### src/design/rob_cfg_pkg.sv
// sizing constants for the reorder buffer and its dispatch group
// compiled first, every other file refers to it by scoped name

`default_nettype none

package rob_cfg_pkg;

  // --------------------
  // dispatch group
  localparam int DISP_SIZE    = 4;   // lanes per group
  localparam int LANE_PC_STEP = 4;   // bytes between neighbouring lanes
  localparam int PC_W         = 32;

  // --------------------
  // buffer sizing
  localparam int CMT_ENTRY_SIZE = 8;
  localparam int CMT_ENTRY_W    = 3;                 // entry index
  localparam int CMT_ID_W       = CMT_ENTRY_W + 1;   // index plus wrap bit

  localparam int CAUSE_W = 5;   // exception or interrupt code

endpackage

`default_nettype wire

### src/design/rob_types_pkg.sv
// cause encodings seen at commit, shared by the RTL and the testbench
// the cause word is one union read two ways, selected by o_commit_int_valid

`default_nettype none

package rob_types_pkg;

  // synchronous exceptions
  typedef enum logic [rob_cfg_pkg::CAUSE_W-1:0] {
    INST_ADDR_MISALIGN = 0,
    INST_ACC_FAULT     = 1,
    ILLEGAL_INST       = 2,
    BREAKPOINT         = 3,
    LOAD_ACC_FAULT     = 5,
    ECALL_M            = 11
  } except_t;

  // asynchronous interrupts
  typedef enum logic [rob_cfg_pkg::CAUSE_W-1:0] {
    SUPER_SOFT_INT       = 1,
    MACHINE_SOFT_INT     = 3,
    SUPER_TIMER_INT      = 5,
    MACHINE_TIMER_INT    = 7,
    SUPER_EXTERNAL_INT   = 9,
    MACHINE_EXTERNAL_INT = 11
  } int_code_t;

  // --------------------
  // commit cause word
  typedef union packed {
    except_t   exc;   // int_valid low
    int_code_t irq;   // int_valid high
  } cause_u;

endpackage

`default_nettype wire

### src/design/rob_ptr.sv
// in and out commit-id pointers of the reorder buffer
// in advances on dispatch, out on commit; msb of each id is the wrap bit
// free count is what the dispatcher checks before sending a group

`timescale 1ns/1ps
`default_nettype none

module rob_ptr (
  input  wire logic                            i_clk,
  input  wire logic                            i_reset_n,
  input  wire logic                            i_in_valid,    // group dispatched
  input  wire logic                            i_out_valid,   // head group committed
  output logic [rob_cfg_pkg::CMT_ID_W-1:0]     o_in_cmt_id,
  output logic [rob_cfg_pkg::CMT_ID_W-1:0]     o_out_cmt_id,
  output logic [rob_cfg_pkg::CMT_ENTRY_W:0]    o_free_count
);

  logic [rob_cfg_pkg::CMT_ENTRY_W:0] r_used;   // occupied entries

  always_ff @(posedge i_clk or negedge i_reset_n) begin
    if (!i_reset_n) begin
      o_in_cmt_id  <= '0;
      o_out_cmt_id <= '0;
      r_used       <= '0;
    end else begin
      if (i_in_valid) begin
        o_in_cmt_id <= o_in_cmt_id + 1'b1;   // carry lands in the wrap bit
      end
      if (i_out_valid) begin
        o_out_cmt_id <= o_out_cmt_id + 1'b1;
      end
      case ({i_in_valid, i_out_valid})
        2'b10:   r_used <= r_used + 1'b1;
        2'b01:   r_used <= r_used - 1'b1;
        default: r_used <= r_used;   // idle, or one in and one out
      endcase
    end
  end

  assign o_free_count = (rob_cfg_pkg::CMT_ENTRY_W + 1)'(rob_cfg_pkg::CMT_ENTRY_SIZE) - r_used;

endmodule

`default_nettype wire

### src/design/rob_entry_array.sv
// storage of the dispatch groups in flight, one entry per group
// tracks lane completion from done reports and kills younger entries on flush
// the head entry is read out combinationally for the commit logic

`timescale 1ns/1ps
`default_nettype none

module rob_entry_array (
  input  wire logic                                        i_clk,
  input  wire logic                                        i_reset_n,
  // dispatch write
  input  wire logic                                        i_load_valid,
  input  wire logic [rob_cfg_pkg::CMT_ENTRY_W-1:0]         i_load_entry,
  input  wire logic [rob_cfg_pkg::DISP_SIZE-1:0]           i_disp_grp_id,
  input  wire logic [rob_cfg_pkg::PC_W-1:0]                i_disp_pc,
  input  wire logic [rob_cfg_pkg::DISP_SIZE-1:0]           i_disp_except_valid,
  input  wire rob_types_pkg::except_t [rob_cfg_pkg::DISP_SIZE-1:0] i_disp_except_code,
  // done report
  input  wire logic                                        i_done_valid,
  input  wire logic [rob_cfg_pkg::CMT_ID_W-1:0]            i_done_cmt_id,
  input  wire logic [$clog2(rob_cfg_pkg::DISP_SIZE)-1:0]   i_done_lane,
  input  wire logic                                        i_done_except_valid,
  input  wire rob_types_pkg::except_t                      i_done_except_code,
  input  wire logic                                        i_done_mispred,
  // head and commit
  input  wire logic [rob_cfg_pkg::CMT_ENTRY_W-1:0]         i_head_entry,
  input  wire logic                                        i_commit,
  input  wire logic                                        i_kill,
  output logic [rob_cfg_pkg::DISP_SIZE-1:0]                o_head_grp_id,
  output logic [rob_cfg_pkg::PC_W-1:0]                     o_head_pc,
  output logic [rob_cfg_pkg::DISP_SIZE-1:0]                o_head_except_valid,
  output rob_types_pkg::except_t [rob_cfg_pkg::DISP_SIZE-1:0] o_head_except_code,
  output logic [rob_cfg_pkg::DISP_SIZE-1:0]                o_head_mispred,
  output logic [rob_cfg_pkg::DISP_SIZE-1:0]                o_head_dead,
  output logic                                             o_head_done
);

  logic [rob_cfg_pkg::CMT_ENTRY_SIZE-1:0] r_valid;
  logic [rob_cfg_pkg::CMT_ENTRY_SIZE-1:0] r_wrap;
  logic [rob_cfg_pkg::DISP_SIZE-1:0]      r_grp_id    [rob_cfg_pkg::CMT_ENTRY_SIZE];
  logic [rob_cfg_pkg::PC_W-1:0]           r_pc        [rob_cfg_pkg::CMT_ENTRY_SIZE];
  logic [rob_cfg_pkg::DISP_SIZE-1:0]      r_done      [rob_cfg_pkg::CMT_ENTRY_SIZE];
  logic [rob_cfg_pkg::DISP_SIZE-1:0]      r_exc_valid [rob_cfg_pkg::CMT_ENTRY_SIZE];
  rob_types_pkg::except_t [rob_cfg_pkg::DISP_SIZE-1:0] r_exc_code [rob_cfg_pkg::CMT_ENTRY_SIZE];
  logic [rob_cfg_pkg::DISP_SIZE-1:0]      r_mispred   [rob_cfg_pkg::CMT_ENTRY_SIZE];
  logic [rob_cfg_pkg::DISP_SIZE-1:0]      r_dead      [rob_cfg_pkg::CMT_ENTRY_SIZE];
  logic [rob_cfg_pkg::CMT_ENTRY_SIZE-1:0] w_done_hit;   // report lands on entry
  logic [rob_cfg_pkg::CMT_ENTRY_SIZE-1:0] w_kill_hit;   // younger live entry

  // a report only counts when index and wrap bit both match
  always_comb begin
    for (int e = 0; e < rob_cfg_pkg::CMT_ENTRY_SIZE; e++) begin
      w_done_hit[e] = i_done_valid & r_valid[e] &
                      (r_wrap[e] == i_done_cmt_id[rob_cfg_pkg::CMT_ENTRY_W]) &
                      (i_done_cmt_id[rob_cfg_pkg::CMT_ENTRY_W-1:0] ==
                       rob_cfg_pkg::CMT_ENTRY_W'(e));
      w_kill_hit[e] = i_kill & r_valid[e] &
                      (i_head_entry != rob_cfg_pkg::CMT_ENTRY_W'(e));
    end
  end

  // --------------------
  // occupancy and wrap
  always_ff @(posedge i_clk or negedge i_reset_n) begin
    if (!i_reset_n) begin
      r_valid <= '0;
      r_wrap  <= '1;   // first load flips it to the in pointer's wrap of 0
    end else begin
      if (i_commit) begin
        r_valid[i_head_entry] <= 1'b0;
      end
      if (i_load_valid) begin
        r_valid[i_load_entry] <= 1'b1;
        r_wrap[i_load_entry]  <= ~r_wrap[i_load_entry];   // one reload per lap
      end
    end
  end

  // --------------------
  // group payload
  always_ff @(posedge i_clk) begin
    for (int e = 0; e < rob_cfg_pkg::CMT_ENTRY_SIZE; e++) begin
      if (w_kill_hit[e]) begin
        r_done[e] <= '1;
        r_dead[e] <= r_grp_id[e];
      end
    end
    if (|w_done_hit) begin
      r_done     [i_done_cmt_id[rob_cfg_pkg::CMT_ENTRY_W-1:0]][i_done_lane] <= 1'b1;
      r_exc_valid[i_done_cmt_id[rob_cfg_pkg::CMT_ENTRY_W-1:0]][i_done_lane] <=
        i_done_except_valid;
      r_exc_code [i_done_cmt_id[rob_cfg_pkg::CMT_ENTRY_W-1:0]][i_done_lane] <=
        i_done_except_code;
      r_mispred  [i_done_cmt_id[rob_cfg_pkg::CMT_ENTRY_W-1:0]][i_done_lane] <= i_done_mispred;
    end
    if (i_load_valid) begin
      r_grp_id   [i_load_entry] <= i_disp_grp_id;
      r_pc       [i_load_entry] <= i_disp_pc;
      r_exc_valid[i_load_entry] <= i_disp_except_valid & i_disp_grp_id;
      r_exc_code [i_load_entry] <= i_disp_except_code;
      r_mispred  [i_load_entry] <= '0;
      // empty and pre-faulted lanes need no report
      r_done[i_load_entry] <= i_kill ? '1 : (~i_disp_grp_id | i_disp_except_valid);
      r_dead[i_load_entry] <= i_kill ? i_disp_grp_id : '0;   // dispatched into a flush
    end
  end

  // head read port
  assign o_head_grp_id       = r_grp_id[i_head_entry];
  assign o_head_pc           = r_pc[i_head_entry];
  assign o_head_except_valid = r_exc_valid[i_head_entry];
  assign o_head_except_code  = r_exc_code[i_head_entry];
  assign o_head_mispred      = r_mispred[i_head_entry];
  assign o_head_dead         = r_dead[i_head_entry];
  assign o_head_done         = r_valid[i_head_entry] & (&r_done[i_head_entry]);

endmodule

`default_nettype wire

### src/design/rob_commit_sel.sv
// commit decision for the head group, purely combinational
// picks the lowest live lane that redirects the pc, kills the lanes above it,
// and merges a pending interrupt into the cause and epc

`timescale 1ns/1ps
`default_nettype none

module rob_commit_sel (
  input  wire logic                                        i_head_done,
  input  wire logic [rob_cfg_pkg::CMT_ID_W-1:0]            i_head_cmt_id,
  input  wire logic [rob_cfg_pkg::DISP_SIZE-1:0]           i_head_grp_id,
  input  wire logic [rob_cfg_pkg::PC_W-1:0]                i_head_pc,
  input  wire logic [rob_cfg_pkg::DISP_SIZE-1:0]           i_head_except_valid,
  input  wire rob_types_pkg::except_t [rob_cfg_pkg::DISP_SIZE-1:0] i_head_except_code,
  input  wire logic [rob_cfg_pkg::DISP_SIZE-1:0]           i_head_mispred,
  input  wire logic [rob_cfg_pkg::DISP_SIZE-1:0]           i_head_dead,
  input  wire logic [5:0]                                  i_int_pending,  // [5] highest
  output logic                                             o_commit_valid,
  output logic [rob_cfg_pkg::CMT_ID_W-1:0]                 o_commit_cmt_id,
  output logic [rob_cfg_pkg::DISP_SIZE-1:0]                o_commit_grp_id,
  output logic [rob_cfg_pkg::DISP_SIZE-1:0]                o_commit_dead_id,
  output logic                                             o_commit_except_valid,
  output logic                                             o_commit_int_valid,
  output rob_types_pkg::cause_u                            o_commit_cause,
  output logic [rob_cfg_pkg::PC_W-1:0]                     o_commit_epc,
  output logic                                             o_commit_flush
);

  logic [rob_cfg_pkg::DISP_SIZE-1:0]         w_live;
  logic [rob_cfg_pkg::DISP_SIZE-1:0]         w_redirect;
  logic [rob_cfg_pkg::DISP_SIZE-1:0]         w_dead_new;   // lanes above the redirect
  logic [$clog2(rob_cfg_pkg::DISP_SIZE)-1:0] w_sel_lane;
  logic                                      w_sel_valid;
  logic                                      w_exc_sel;
  logic                                      w_int_take;
  rob_types_pkg::int_code_t                  w_int_code;

  assign w_live     = i_head_grp_id & ~i_head_dead;
  assign w_redirect = w_live & (i_head_except_valid | i_head_mispred);

  // --------------------
  // lane selection
  always_comb begin
    w_sel_lane  = '0;
    w_sel_valid = 1'b0;
    for (int l = rob_cfg_pkg::DISP_SIZE - 1; l >= 0; l--) begin
      if (w_redirect[l]) begin   // last hit is the lowest lane
        w_sel_lane  = ($clog2(rob_cfg_pkg::DISP_SIZE))'(l);
        w_sel_valid = 1'b1;
      end
    end
    for (int l = 0; l < rob_cfg_pkg::DISP_SIZE; l++) begin
      w_dead_new[l] = w_sel_valid & (l > w_sel_lane);
    end
  end

  assign w_exc_sel = w_sel_valid & i_head_except_valid[w_sel_lane];

  // --------------------
  // interrupt merge
  always_comb begin
    if (i_int_pending[5])      w_int_code = rob_types_pkg::MACHINE_EXTERNAL_INT;
    else if (i_int_pending[4]) w_int_code = rob_types_pkg::MACHINE_TIMER_INT;
    else if (i_int_pending[3]) w_int_code = rob_types_pkg::MACHINE_SOFT_INT;
    else if (i_int_pending[2]) w_int_code = rob_types_pkg::SUPER_EXTERNAL_INT;
    else if (i_int_pending[1]) w_int_code = rob_types_pkg::SUPER_TIMER_INT;
    else                       w_int_code = rob_types_pkg::SUPER_SOFT_INT;
  end

  // a fully dead group has no instruction to take the interrupt on
  assign w_int_take = (|i_int_pending) & (|w_live);

  always_comb begin
    o_commit_cause.exc = w_exc_sel ? i_head_except_code[w_sel_lane]
                                   : rob_types_pkg::INST_ADDR_MISALIGN;
    o_commit_epc = i_head_pc +
                   rob_cfg_pkg::PC_W'(w_sel_lane) * rob_cfg_pkg::PC_W'(rob_cfg_pkg::LANE_PC_STEP);
    if (w_int_take) begin
      o_commit_cause.irq = w_int_code;
      o_commit_epc       = i_head_pc;   // interrupt taken at the group start
    end
  end

  assign o_commit_valid        = i_head_done;
  assign o_commit_cmt_id       = i_head_cmt_id;
  assign o_commit_grp_id       = i_head_grp_id;
  assign o_commit_dead_id      = (i_head_dead | w_dead_new) & i_head_grp_id;
  assign o_commit_int_valid    = o_commit_valid & w_int_take;
  assign o_commit_except_valid = o_commit_valid & (w_exc_sel | w_int_take);
  assign o_commit_flush        = o_commit_except_valid;   // mispredict alone does not flush

endmodule

`default_nettype wire

### src/design/rob_top.sv
// reorder buffer top: pointers, entry storage and commit selection
// dispatch only while o_free_count is nonzero, one done report per cycle

`timescale 1ns/1ps
`default_nettype none

module rob_top (
  input  wire logic                                        i_clk,
  input  wire logic                                        i_reset_n,
  // dispatch
  input  wire logic                                        i_disp_valid,
  input  wire logic [rob_cfg_pkg::DISP_SIZE-1:0]           i_disp_grp_id,
  input  wire logic [rob_cfg_pkg::PC_W-1:0]                i_disp_pc,
  input  wire logic [rob_cfg_pkg::DISP_SIZE-1:0]           i_disp_except_valid,
  input  wire rob_types_pkg::except_t [rob_cfg_pkg::DISP_SIZE-1:0] i_disp_except_code,
  output logic [rob_cfg_pkg::CMT_ID_W-1:0]                 o_disp_cmt_id,
  output logic [rob_cfg_pkg::CMT_ENTRY_W:0]                o_free_count,
  // completion
  input  wire logic                                        i_done_valid,
  input  wire logic [rob_cfg_pkg::CMT_ID_W-1:0]            i_done_cmt_id,
  input  wire logic [$clog2(rob_cfg_pkg::DISP_SIZE)-1:0]   i_done_lane,
  input  wire logic                                        i_done_except_valid,
  input  wire rob_types_pkg::except_t                      i_done_except_code,
  input  wire logic                                        i_done_mispred,
  input  wire logic [5:0]                                  i_int_pending,
  // commit
  output logic                                             o_commit_valid,
  output logic [rob_cfg_pkg::CMT_ID_W-1:0]                 o_commit_cmt_id,
  output logic [rob_cfg_pkg::DISP_SIZE-1:0]                o_commit_grp_id,
  output logic [rob_cfg_pkg::DISP_SIZE-1:0]                o_commit_dead_id,
  output logic                                             o_commit_except_valid,
  output logic                                             o_commit_int_valid,
  output rob_types_pkg::cause_u                            o_commit_cause,
  output logic [rob_cfg_pkg::PC_W-1:0]                     o_commit_epc,
  output logic                                             o_commit_flush
);

  logic [rob_cfg_pkg::CMT_ID_W-1:0]                    w_out_cmt_id;   // head id
  logic [rob_cfg_pkg::DISP_SIZE-1:0]                   w_head_grp_id;
  logic [rob_cfg_pkg::PC_W-1:0]                        w_head_pc;
  logic [rob_cfg_pkg::DISP_SIZE-1:0]                   w_head_except_valid;
  rob_types_pkg::except_t [rob_cfg_pkg::DISP_SIZE-1:0] w_head_except_code;
  logic [rob_cfg_pkg::DISP_SIZE-1:0]                   w_head_mispred;
  logic [rob_cfg_pkg::DISP_SIZE-1:0]                   w_head_dead;
  logic                                                w_head_done;

  rob_ptr u_ptr (
    .i_clk(i_clk), .i_reset_n(i_reset_n),
    .i_in_valid(i_disp_valid), .i_out_valid(o_commit_valid),
    .o_in_cmt_id(o_disp_cmt_id), .o_out_cmt_id(w_out_cmt_id),
    .o_free_count(o_free_count)
  );

  rob_entry_array u_entries (
    .i_clk(i_clk), .i_reset_n(i_reset_n),
    .i_load_valid(i_disp_valid),
    .i_load_entry(o_disp_cmt_id[rob_cfg_pkg::CMT_ENTRY_W-1:0]),
    .i_disp_grp_id(i_disp_grp_id), .i_disp_pc(i_disp_pc),
    .i_disp_except_valid(i_disp_except_valid), .i_disp_except_code(i_disp_except_code),
    .i_done_valid(i_done_valid), .i_done_cmt_id(i_done_cmt_id), .i_done_lane(i_done_lane),
    .i_done_except_valid(i_done_except_valid), .i_done_except_code(i_done_except_code),
    .i_done_mispred(i_done_mispred),
    .i_head_entry(w_out_cmt_id[rob_cfg_pkg::CMT_ENTRY_W-1:0]),
    .i_commit(o_commit_valid), .i_kill(o_commit_flush),
    .o_head_grp_id(w_head_grp_id), .o_head_pc(w_head_pc),
    .o_head_except_valid(w_head_except_valid), .o_head_except_code(w_head_except_code),
    .o_head_mispred(w_head_mispred), .o_head_dead(w_head_dead), .o_head_done(w_head_done)
  );

  rob_commit_sel u_commit_sel (
    .i_head_done(w_head_done), .i_head_cmt_id(w_out_cmt_id),
    .i_head_grp_id(w_head_grp_id), .i_head_pc(w_head_pc),
    .i_head_except_valid(w_head_except_valid), .i_head_except_code(w_head_except_code),
    .i_head_mispred(w_head_mispred), .i_head_dead(w_head_dead),
    .i_int_pending(i_int_pending),
    .o_commit_valid(o_commit_valid), .o_commit_cmt_id(o_commit_cmt_id),
    .o_commit_grp_id(o_commit_grp_id), .o_commit_dead_id(o_commit_dead_id),
    .o_commit_except_valid(o_commit_except_valid), .o_commit_int_valid(o_commit_int_valid),
    .o_commit_cause(o_commit_cause), .o_commit_epc(o_commit_epc),
    .o_commit_flush(o_commit_flush)
  );

endmodule

`default_nettype wire

### config.mk
export PLATFORM = sky130hd
export DESIGN_NAME = rob_top
export DESIGN_NICKNAME = d
export VERILOG_FILES = /design/src/design/rob_cfg_pkg.sv /design/src/design/rob_types_pkg.sv /design/src/design/rob_ptr.sv /design/src/design/rob_entry_array.sv /design/src/design/rob_commit_sel.sv /design/src/design/rob_top.sv
export SDC_FILE = /design/constraint.sdc
export NUM_CORES = 1
export LEC_CHECK = 0
export ABC_CLOCK_PERIOD_IN_PS = 6670
export BUFFER_PORTS_ARGS = -buffer_cell sky130_fd_sc_hd__buf_2
export CAP_MARGIN = 25
export CORE_AREA = 10 10 249 203
export CTS_CLUSTER_DIAMETER = 60
export DETAILED_ROUTE_END_ITERATION = 7
export DIE_AREA = 0 0 259 213
export PLACE_DENSITY_LB_ADDON = 0.05
export SLEW_MARGIN = 20
export SYNTH_ARGS = -nofsm -noshare
export SYNTH_HDL_FRONTEND = slang
export SYNTH_HIERARCHICAL = 1
export SYNTH_SLANG_ARGS = --single-unit
### constraint.sdc
create_clock -name i_clk -period 6.67 [get_ports i_clk]
set_clock_uncertainty 0.15 [all_clocks]
set_input_delay 1.334 -clock i_clk [delete_from_list [all_inputs] [get_ports i_clk]]
set_output_delay 1.334 -clock i_clk [all_outputs]
set_load 0.02 [all_outputs]
==> Yosys cells after proc, flatten, opt, wreduce, memory -nomap -nowiden <==
Memories as Yosys holds them, arrays and structs flattened.
Index checks and enable logic that the tools add are counted.
{ "word_totals": {"regBits": 28, "ram_bits": 576, "input_bits": 83, "output_inout_bits": 61, "mem_count": 7} }
{ "mem_list": {"columns": ["name", "depth", "width", "rd", "rd_ports_with_merged_regs", "wr", "line", "text"], "rows": [
  ["u_entries.r_pc", 8, 32, 1, 0, 1, "rob_entry_array.sv:41", "logic [rob_cfg_pkg::PC_W-1:0] r_pc [rob_cfg_pkg::CMT_ENTRY_SIZE];"],
  ["u_entries.r_exc_code", 8, 20, 1, 0, 2, "rob_entry_array.sv:44", "rob_types_pkg::except_t [rob_cfg_pkg::DISP_SIZE-1:0] r_exc_code [rob_cfg_pkg::CMT_ENTRY_SIZE];"],
  ["u_entries.r_dead", 8, 4, 1, 0, 9, "rob_entry_array.sv:46", "logic [rob_cfg_pkg::DISP_SIZE-1:0] r_dead [rob_cfg_pkg::CMT_ENTRY_SIZE];"],
  ["u_entries.r_done", 8, 4, 1, 0, 10, "rob_entry_array.sv:42", "logic [rob_cfg_pkg::DISP_SIZE-1:0] r_done [rob_cfg_pkg::CMT_ENTRY_SIZE];"],
  ["u_entries.r_exc_valid", 8, 4, 1, 0, 2, "rob_entry_array.sv:43", "logic [rob_cfg_pkg::DISP_SIZE-1:0] r_exc_valid [rob_cfg_pkg::CMT_ENTRY_SIZE];"],
  ["u_entries.r_grp_id", 8, 4, 9, 0, 1, "rob_entry_array.sv:40", "logic [rob_cfg_pkg::DISP_SIZE-1:0] r_grp_id [rob_cfg_pkg::CMT_ENTRY_SIZE];"],
  ["1 more memories", null, null, null, null, null, null, null]
]} }
{ "op_classes": {"add_sub_neg": 6, "order_cmp": 10, "eq_ne": 24, "muxes": 59, "bitwise_logic": 62, "reduce_logical": 10} }
{ "op_table": {"columns": ["op", "n"], "rows": [
  ["bitwise AND 1 bit", 48],
  ["two-way mux 5 bit", 8],
  ["adder 32 x 4 -> 32 bit", 1],
  ["two-way mux 32 bit", 1],
  ["two-way mux 1 bit", 29],
  ["two-way mux 20 bit", 1],
  ["bitwise AND 4 bit", 4],
  ["two-way mux 8 bit", 2],
  ["adder 4 x 1 -> 4 bit, second input constant", 3],
  ["equality test 3 bit, second input constant", 4],
  ["two-way mux 4 bit", 3],
  ["!= test 3 bit, second input constant", 4],
  ["bitwise OR 4 bit", 3],
  ["binary-select mux 5 bit (select 2 bit)", 1],
  ["demux 5 bit (select 2 bit)", 1],
  ["bitwise AND 8 bit", 1],
  ["bitwise mux 8 bit", 1],
  ["equality test 1 bit", 8],
  ["< comparator 3 x 4 -> 1 bit, second input constant", 2],
  ["two-way mux 2 bit", 4],
  ["inverter 4 bit", 2],
  ["inverter 8 bit", 1],
  ["bitwise OR 8 bit", 1],
  ["case mux 4 bit (2 select lines)", 1],
  ["other kinds (28)", 37]
]} }

==> Logic depth before layout (Yosys ltp) <==
Gate-level depths: netlist (run 1).
An unclocked memory read counts as a cell.
{ "depth": {"depth_word": 17, "mapped_depth": 17, "ltp_nobuf": 12} }

==> Modules after synthesis <==
Netlist (run 1), hierarchy kept.
{ "modules_own_cells": {"columns": ["mod", "n_inst", "cells_per_inst", "area_per_inst_um2"], "rows": [
  ["rob_entry_array", 1, 1829, 25559.5],
  ["rob_commit_sel", 1, 193, 1234.9],
  ["rob_ptr", 1, 52, 626.9]
]} }

==> Least setup slack after synthesis (run 1) <==
Ideal clock, no wire load.
{ "synth_timing": {"path_type": "flip-flop to output port", "from": "register u_ptr/o_out_cmt_id[0] (netlist bit)", "to": "output port o_commit_epc[28] (netlist bit)", "arrival_ns": 4.009, "setup_slack_ns": 1.177, "path_stages_with_launch": 15, "path_buffers": 2, "path_cell_list": "dfrtp_1 clkbuf_1 buf_2 mux4_2 nand2_1 nand2_1 or2_2 a211oi_1 nor2_1 nor2_1 ha_1 fa_1 o2111ai_2 nor4_2 xor2_1"} }
{ "synth_between": {"elab_cells_between_ends": 17} }
{ "synth_lines": {"columns": ["item", "line", "text"], "rows": [
  ["start, declared", "rob_ptr.sv:14", "output logic [rob_cfg_pkg::CMT_ID_W-1:0] o_out_cmt_id,"],
  ["start signal, assigned", "rob_ptr.sv:30", "o_out_cmt_id <= o_out_cmt_id + 1'b1;"],
  ["memory read (8 x 4 bit)", null, null],
  ["net w_head_mispred, one bit", "rob_top.sv:43", "logic [rob_cfg_pkg::DISP_SIZE-1:0] w_head_mispred;"],
  ["bitwise OR 4 bit", "rob_commit_sel.sv:39", "assign w_redirect = w_live & (i_head_except_valid | i_head_mispred);"],
  ["bitwise AND 4 bit", "rob_commit_sel.sv:39", null],
  ["two-way mux 2 bit (3 in series)", "rob_commit_sel.sv:47", "if (w_redirect[l]) begin"],
  ["adder 32 x 4 -> 32 bit", "rob_commit_sel.sv:76", "o_commit_epc = i_head_pc +"],
  ["two-way mux 32 bit", "rob_commit_sel.sv:78", "if (w_int_take) begin"],
  ["end, declared", "rob_top.sv:34", "output logic [rob_cfg_pkg::PC_W-1:0] o_commit_epc,"]
]} }
The timed path passes the listed nets, and every way through them passes these cells.

==> Final worst setup path (run 1) <==
{ "layout_timing": {"from": "register u_ptr/o_out_cmt_id[1] (netlist bit)", "to": "output port o_commit_epc[28] (netlist bit)"} }
{ "layout_between": {"elab_chain_cells": 10, "elab_cells_between_ends": 17} }
{ "layout_rtl": {"columns": ["item", "line", "text"], "rows": [
  ["memory read (8 x 4 bit) (*)", null, null],
  ["net w_head_dead, one bit", "rob_top.sv:44", "logic [rob_cfg_pkg::DISP_SIZE-1:0] w_head_dead;"],
  ["inverter 4 bit (*)", "rob_commit_sel.sv:38", "assign w_live = i_head_grp_id & ~i_head_dead;"],
  ["bitwise AND 4 bit (*)", "rob_commit_sel.sv:38", null],
  ["bitwise AND 4 bit", "rob_commit_sel.sv:39", null],
  ["two-way mux 2 bit (4 in series)", "rob_commit_sel.sv:47", null],
  ["adder 32 x 4 -> 32 bit", "rob_commit_sel.sv:76", null],
  ["two-way mux 32 bit (*)", "rob_commit_sel.sv:78", null]
]} }
The timed path passes the listed nets; every way through them passes the cells marked *.

==> summary.md, run 1 <==
For this design the static power due to leakage is 11.2 nW. Counting instances, the worst hold path has a depth of 2. The register-to-register path setup slack was 1.81 ns. The synthesized netlist devotes 0.438% of its cell area to adder and majority cells.

The filler cells instantiated in the layout total 3311. The number of distinct library cells after synthesis was 71; the worst vdd rail ir drop was 0.466 mV. For this run, asynchronously set or reset flops after synthesis account for 4.64%.

The number of resized instances in the post-cts repair step came out at 0. No sink is reached through more buffers than the 3 on the longest clock path. After Yosys synthesis, and, or, nand and nor cells account for 13.4% of the synthesized area.

From synthesis to final layout, the design area changed by 11.8%. The number of antenna diodes in the final layout is 0. The initial antenna violation count was 3.

In this run the worst hold path is classified as register to register. Summed over all instances, the cell type with the most area after synthesis is edfxtp_1. For this block, the routed nets add up to 76600 µm of wire. The worst register-to-register path begins at u_ptr/o_out_cmt_id[0].

The final critical-path share of the clock period came out at 93.9%. Pin placement for this block handled 144 I/O pins. The final layout contains 2276 nets.

The achievable frequency is 160 MHz, and the portion of synthesized cell area occupied by the leading cell type is 56.1%. After legalization and detailed placement, the total HPWL measured 48800 µm. The Yosys warning count is 6.

Register cell area after layout: 0.0174 mm². Most frequent standard cell in the layout excluding fill and tap cells: nand2_1. For this block, the via count after detailed routing is 18046. Setup repair after global routing left no endpoint under its margin. After synthesis, the largest family of logic cells by area is simple AND/OR/NAND/NOR gates.

Multiplexer share of the synthesized area: 13.0%. Synthesis handed over a netlist of 2074 instances. Average vias per placed instance: 6.34. For the post-layout worst setup margin, the log shows 0.408 ns.

The final instance count without filler cells came out at 2845. In this run, synthesis produced a sequential element count of 604. For this run, the register share of the synthesized area comes to 63.3%.

Counting every net in the synthesized netlist gives 2166. STA puts the critical path data required time at 5.19 ns. Share of cells above drive strength 1: 22.9%.

The die span in x was 259 µm. Global routing used 27.4% of the available tracks across all layers. The flow ran to the end, and the final reports show no timing, DRC or antenna violations. The worst hold path terminates at u_entries/r_mispred[2][1]. The number of failing setup endpoints in the final timing report was 0. The count of nets left with antenna violations once routing finished came out at 0. At the placement stage, the worst setup path has a slack of 0.723 ns.

Summed over all layers, the global routing overflow is 0. Counting flops with a built-in enable in the synthesized netlist gives 512. Of the total synthesized cell area, the portion taken by XOR and XNOR cells is 1.57%. The run gives 0.0455 mm² as the core area. For the area occupied by multi-input gates, the log shows 0.00933 mm².

The setup TNS is 0 ns, and the largest driver fanout on the critical path is 21. Measured on the finished design, the core utilization comes to 67.4%. In this run the tool buffered the top-level ports with 143 buffer cells.

Data on the critical path arrives at its endpoint at 4.78 ns. The tools report the launch instance of the worst min-delay path as u_entries/r_mispred[2][1]. Headroom to the max-slew limit came out at 35.4%. The number of standard-cell rows in the floorplan came out at 70.

The maximum number of pins on one net before global-route repair is 55, and the detailed-routing iteration count for the pre-antenna-repair pass is 7. Wire length per cell after detailed routing: 26.9 µm. The setup path with the least slack is of type register to output pin. For the worst flop-to-flop path, the logic depth is 16. The initial utilization of the core area, before any placement, comes to 60.3%. The average instance in the mapped netlist occupies 13.2 µm². The tools report the final number of max-transition violations as 0. Max-cap violations in this run came to 0.

TritonCTS built the clock tree. The global-route wire length before repair was 112000 µm. The detailed router finished its first iteration with 2266 violations.

Clock tree synthesis selected as its root buffer the cell clkbuf_16. The library cells used most frequently in the layout, excluding fill and tap cells, are 699 x nand2_1, 512 x edfxtp_1, 143 x buf_2. The number of buffers added by the clock tree synthesis step was 58. Ranked by total cell area, the synthesized netlist is headed by edfxtp_1 56%, mux4_2 11%, nand2_1 9.6%.

The worst setup path is captured at an output pin. The run gives 0 as the number of hold buffers added after cts. The tools report the kind of start point of the critical path as a register.

After detailed routing, the number of remaining DRC violations is 0. In this run the power density over the cells is 508 mW/mm². The floorplan step defined a die boundary enclosing 0.0552 mm². The transition at the pin with the smallest max-transition slack is 0.967 ns. After detailed placement, the total cell area comes to 0.0286 mm². The number of placed instances, taps included, is 2723. The H-tree was split into 2 levels. For this run, the leading register cell type out of synthesis is edfxtp_1.

The synthesized netlist devotes 5.58% of its cell area to compound gates. In this run the cell area of the synthesized design comes to 0.0274 mm². For the worst-skew pair, the clock arrives at the later sink with an insertion delay of 0.62 ns. The routability-driven placement congestion ratio was 0.910; the height of the die was 213 µm. After clock tree synthesis, the clock-pin slew on the worst setup and hold paths is 0.06 ns. Subtracting the final worst setup slack from the clock period gives 6.26 ns.

The tools report the final non-filler cell area as 0.0306 mm². The run gives 604 as the number of clock sinks. The logs give 0 for the number of hold violations in the final report and 17730 for the number of global-route vias before repair.

The endpoint of the worst register-to-register path is u_entries/r_done[4][3].
cell families after synthesis:
kind of cell / after synthesis
mux: 183
flops: 604
fa+ha+maj: 9
buf+inv: 163
xor+xnor: 49
compound gates: 201
simple gates: 865
timing repair:
action,in CTS,in global routing
setup buffers,0,13
setup endpoints to repair,0,8
hold endpoints to repair,0,0
report_power, final:
part	internal [mW]	switching, mW	leakage, nW
logic	2.38	4.42	4.74
clock network	1.97	1.41	0.951
registers	5.05	0.348	5.50
cell type report:
cell class	count	area share (%)
Sequential cell	604	56.7
Inverter	16	0.196
Multi-Input combinational cell	1307	30.4
Timing Repair Buffer	197	3.85
Clock buffer	71	4.97
Tap cell	612	2.50
Clock inverter	38	1.36
worst max-delay path: stages (launching register included):
cell	delay, ns
dfrtp_4	0.68
buf_4	0.31
mux4_2	0.33
mux2_2	0.30
nand2b_1	0.17
a211oi_1	0.46
nor2_1	0.09
nor2_1	0.16
ha_1	0.21
fa_1	0.36
o2111ai_2	0.34
nor4_2	0.38
xor2_1	0.16
buf_2	0.18
synth_stat cells, types with 3 or more instances:
library cell	count
a211oi_1	4
a211oi_2	29
a21oi_1	7
a221oi_1	5
a22oi_1	3
and3_1	5
buf_1	32
buf_2	14
buf_4	18
clkbuf_1	61
clkbuf_2	20
dfrtp_1	20
dfstp_2	8
dfxtp_1	64
edfxtp_1	512
ha_1	8
inv_1	15
mux2_2	13
mux2i_1	32
mux4_2	138
nand2_1	699
nand2b_1	8
nand3_1	14
nand4_1	12
nor2_1	34
nor2b_1	8
nor3_1	17
nor3_2	5
nor4_2	4
o211ai_1	8
o21ai_0	79
o21ai_1	8
o22ai_1	3
o311ai_0	4
o32a_1	31
or2_1	31
or2_2	5
or3b_2	4
or3b_4	3
xnor2_1	18
xor2_1	31
stage by stage:
step                      power, mW  hold slack, ns
after floorplan                9.79           0.282
after detailed placement       12.1           0.296
after CTS                      15.4           0.307
final                          15.6           0.306
after global placement         12.0           0.290
after global routing           16.3           0.327
sequential cells by signal, summed over array words and instances, names as in the netlist, 32 cells and up:
register / cells
u_entries/r_exc_valid: 32
u_entries/r_exc_code: 160
u_entries/r_mispred: 32
u_entries/r_dead: 32
u_entries/r_done: 32
u_entries/r_pc: 256
u_entries/r_grp_id: 32
metal layers:
metal | vias to the layer above | global-route usage (%) | share of wire (%)
li1 | 7827 | - | -
met1 | 9105 | 39.2 | 40
met2 | 962 | 42.1 | 46
met3 | 148 | 5.29 | 11
met4 | 4 | 8.65 | 2.8
met5 | - | 0 | 0.039
how the worst max path moves through the flow:
stage	from	end	slack [ns]	depth (start not counted)
3_3_place_gp	u_ptr/o_out_cmt_id[0]	o_commit_epc[28]	0.85	13
6_report	u_ptr/o_out_cmt_id[1]	o_commit_epc[28]	0.41	13
2_1_floorplan	u_ptr/o_out_cmt_id[0]	o_commit_epc[28]	1.18	14
5_1_grt	u_ptr/o_out_cmt_id[1]	o_commit_epc[28]	0.10	13
4_1_cts	u_ptr/o_out_cmt_id[0]	o_commit_epc[28]	0.07	13
3_5_place_dp	u_ptr/o_out_cmt_id[0]	o_commit_epc[28]	0.72	13
Power figures use the tool's default switching activity.
==> inputs of run 2 (changes only) <==
--- a/config.mk
+++ b/config.mk
@@ -5,13 +5,13 @@
 export SDC_FILE = /design/constraint.sdc
 export NUM_CORES = 1
 export LEC_CHECK = 0
-export ABC_CLOCK_PERIOD_IN_PS = 6670
+export ABC_CLOCK_PERIOD_IN_PS = 7400
 export BUFFER_PORTS_ARGS = -buffer_cell sky130_fd_sc_hd__buf_2
 export CAP_MARGIN = 25
-export CORE_AREA = 10 10 249 203
+export CORE_AREA = 10 10 241 197
 export CTS_CLUSTER_DIAMETER = 60
 export DETAILED_ROUTE_END_ITERATION = 7
-export DIE_AREA = 0 0 259 213
+export DIE_AREA = 0 0 251 207
 export PLACE_DENSITY_LB_ADDON = 0.05
 export SLEW_MARGIN = 20
 export SYNTH_ARGS = -nofsm -noshare
==> constraint.sdc (replaced) <==
create_clock -name i_clk -period 7.4 [get_ports i_clk]
set_clock_uncertainty 0.15 [all_clocks]
set_input_delay 1.48 -clock i_clk [delete_from_list [all_inputs] [get_ports i_clk]]
set_output_delay 1.48 -clock i_clk [all_outputs]
set_load 0.02 [all_outputs]
==> run 2 against run 1 <==
Combinational power shrank 13%. Highest routed layer unchanged. Critical path type unchanged. Cell area shrank 1.2%. Clock power shrank 16%. Core utilization grew 3.6 points. First-iteration DRC count grew 0.84%. Largest power group unchanged. Register-to-register slack gained 0.30 ns. Routed wire length shrank 2.7%. Total power shrank 12%.
==> summary.md, run 2 (synthesis results as in run 1) <==
The run gives 11.0 nW (-1.4%) as the total leakage power. In the final layout, the registers with the most flip-flops are u_entries/r_pc x256, u_entries/r_exc_code x160. The worst setup path is captured at an output pin. Number of resized instances in the post-cts repair step: 0 (unchanged). For the post-layout worst setup margin, the log shows 0.506 ns (+0.0972 ns).

The number of hold violations in the final report came out at 0 (unchanged). The largest driver fanout on the critical path was 52 (+150%). The critical path class is register to output pin.

The logs give 145 MHz for the achievable frequency and 0.00933 mm² (unchanged) for the area occupied by multi-input gates. The global-route wire length before repair was 111000 µm (-1.3%); the final number of max-transition violations was 0 (unchanged). The worst vdd rail ir drop is 0.686 mV (+47%). The clock insertion delay at the later pin of the skew report was 0.60 ns (-0.02 ns). TritonCTS built the clock tree. The initial standard-cell utilization of the core is 64.3% (+4.0 points), and the number of port buffers is 143 (unchanged). The average vias per placed instance was 6.52 (+2.8%); the I/O pin count was 144 (unchanged).

The tools report the area of the die as 0.0520 mm² (-5.8%). The tools report the cell area after placement as 0.0285 mm² (-0.31%). In this run the clock root is driven by a clkbuf_16. The residual DRC count was 0 (unchanged); the detailed-routing iteration count for the pre-antenna-repair pass was 6 (-1). The tools report the kind of start point of the critical path as a register. The logs give 57 (-1.7%) for the number of buffers added by the clock tree synthesis step and 17875 (+0.82%) for the number of global-route vias before repair. The number of buffers between clock root and the deepest sink was 3 (unchanged). The number of clock sinks was 604 (unchanged); the number of flip-flops in the largest register was 256 (unchanged). The tools report the number of H-tree levels as 2 (unchanged).

For the total placed cells including tap cells, the log shows 2668 (-2.0%). Detailed placement HPWL: 48900 µm (+0.12%). The transition at the pin with the smallest max-transition slack works out to 1.03 ns (+0.0604 ns).

The global-route usage over all layers is 28.0% (+0.63 points), and the worst hold slack is 0.310 ns (+0.00436 ns). The total power is 13.7 mW (-12%). The layout-stage area growth over the synthesis result is 10.4%.

The tools report the overflow left after global routing as 0 (unchanged). The run finished with clean final reports. The core area is 0.0426 mm² (-6.2%). The arrival time reported for the critical path endpoint is 5.26 ns (+0.48 ns), and the clock edge transition at the registers on the reported setup and hold paths is 0.06 ns (about the same). Slowest cell on the critical path: dfrtp_4. Number of standard-cell rows in the floorplan: 68 (-2.9%).

The path type of the worst min-delay path was register to register. The biggest cell delay along the critical path was 1.00 ns (+0.32 ns); the number of routed nets with antenna violations was 0 (unchanged). The worst path in the final design needs a cycle of 6.89 ns, including I/O delays and setup. The worst endpoint required time was 5.77 ns (+0.58 ns); the setup TNS was 0 ns (unchanged). Of the available clock period, the critical path in the final layout requires 93.2%.

The logs give 3 (unchanged) for the initial antenna violation count and 74500 µm (-2.7%) for the total wire length after detailed routing. The library cell used most frequently in the layout, excluding fill and tap cells, is nand2_1. The wire length per cell after detailed routing was 26.9 µm (-0.12%).

The filler cell count is 2862 (-14%), and the worst setup slack before clock tree synthesis is 1.15 ns (+0.424 ns). The tools report the end-of-flow core utilization as 71.0% (+3.6 points). The number of maximum-capacitance violations is 0 (unchanged), and the maximum number of pins on one net before global-route repair is 57 (+3.6%). Share of cells above drive strength 1: 22.2% (-0.72 points).

Setup repair after global routing left no endpoint under its margin. The register cell area after layout came out at 0.0174 mm² (unchanged). Worst-case headroom to the max-slew limit: 31.5% (-3.9 points). The total number of nets in the final design is 2259 (-0.75%). The vias after detailed routing came out at 18082 (+0.20%). The run gives 2285 (+0.84%) as the number of design-rule violations left by the first detailed-router iteration. The critical path goes through mux4_2 > nand2_1 > nand2_1 > or2_2 > a211oi_1 > nor2_1 > nor2_1 > ha_1 > fa_1 > o2111ai_2 > nor3_1 > xor2_1 > buf_2. The post-CTS repair timing setup buffer count is 0 (unchanged), and the number of failing setup endpoints in the final timing report is 0 (unchanged).

The final instance count without filler cells came out at 2772 (-2.6%). The height of the die is 207 µm (-2.8%). The register with the highest flop count was u_entries/r_pc.

The register-to-register path setup slack was 2.11 ns (+0.30 ns); the total power per unit cell area was 453 mW/mm² (-11%). The tools report the final non-filler cell area as 0.0303 mm² (-1.2%). Leaving out fill and tap cells, the most frequent cells in the layout are 699 x nand2_1, 512 x edfxtp_1, 143 x buf_2. The number of hold buffers added after cts is 0 (unchanged).

The tools report the routability-driven placement congestion ratio as 0.955 (+4.9%). The die span in x is 251 µm (-3.1%).
-- run 2: cell types whose count changed in the layout (fill, tap and decap cells not counted), moves of 2 or more --
cell	previous run	this run
buf_4	50	38
bufinv_16	9	5
clkinv_1	15	11
buf_12	3	0
clkbuf_1	10	13
clkinv_2	10	12
-- run 2: path summary, 6_finish.rpt --
| check | from | end | depth (start not counted) |
|---|---|---|---|
| setup / recovery | u_ptr/o_out_cmt_id[0] | o_commit_epc[26] | 13 |
| hold / removal | u_entries/r_mispred[3][2] | u_entries/r_mispred[3][2] | 2 |
| setup reg to reg | u_ptr/o_out_cmt_id[0] | u_entries/r_done[4][3] | 14 |
| hold reg to reg | u_entries/r_mispred[3][2] | u_entries/r_mispred[3][2] | 2 |
| max in group asynchronous | i_reset_n | u_ptr/o_out_cmt_id[0] | 1 |
| min in group asynchronous | i_reset_n | u_ptr/o_out_cmt_id[1] | 1 |
-- run 2: power by group --
group	switching (mW)	internal, mW	total [mW]
registers	0.399	4.55	4.95
clock network	1.22	1.63	2.85
logic	3.85	2.05	5.90
-- run 2: metal layers --
layer	vias up	global-route usage, %	part of all wire (%)
li1	7788	-	-
met1	8976	39.0	39
met2	1142	42.7	46
met3	172	7.16	12
met4	4	9.20	3.2
met5	-	0	0.030
-- run 2: worst max-delay path, delay by kind of cell, from the launching register on --
family                   cells  cell delay (ns)
multiplexers                 1             0.60
XOR/XNOR                     1             0.20
flip-flops                   1             1.00
AO/OA/AOI/OAI                2             0.87
adder cells (fa/ha/maj)      2             0.60
buffers and inverters        1             0.20
AND/OR/NAND/NOR              6             1.15
-- run 2: layout make-up --
type | count | share of cell area [%]
Inverter | 16 | 0.198
Clock inverter | 30 | 0.884
Sequential cell | 604 | 57.4
Tap cell | 560 | 2.31
Multi-Input combinational cell | 1307 | 30.8
Antenna cell | 1 | 0.00827
Timing Repair Buffer | 181 | 3.31
Clock buffer | 73 | 5.08
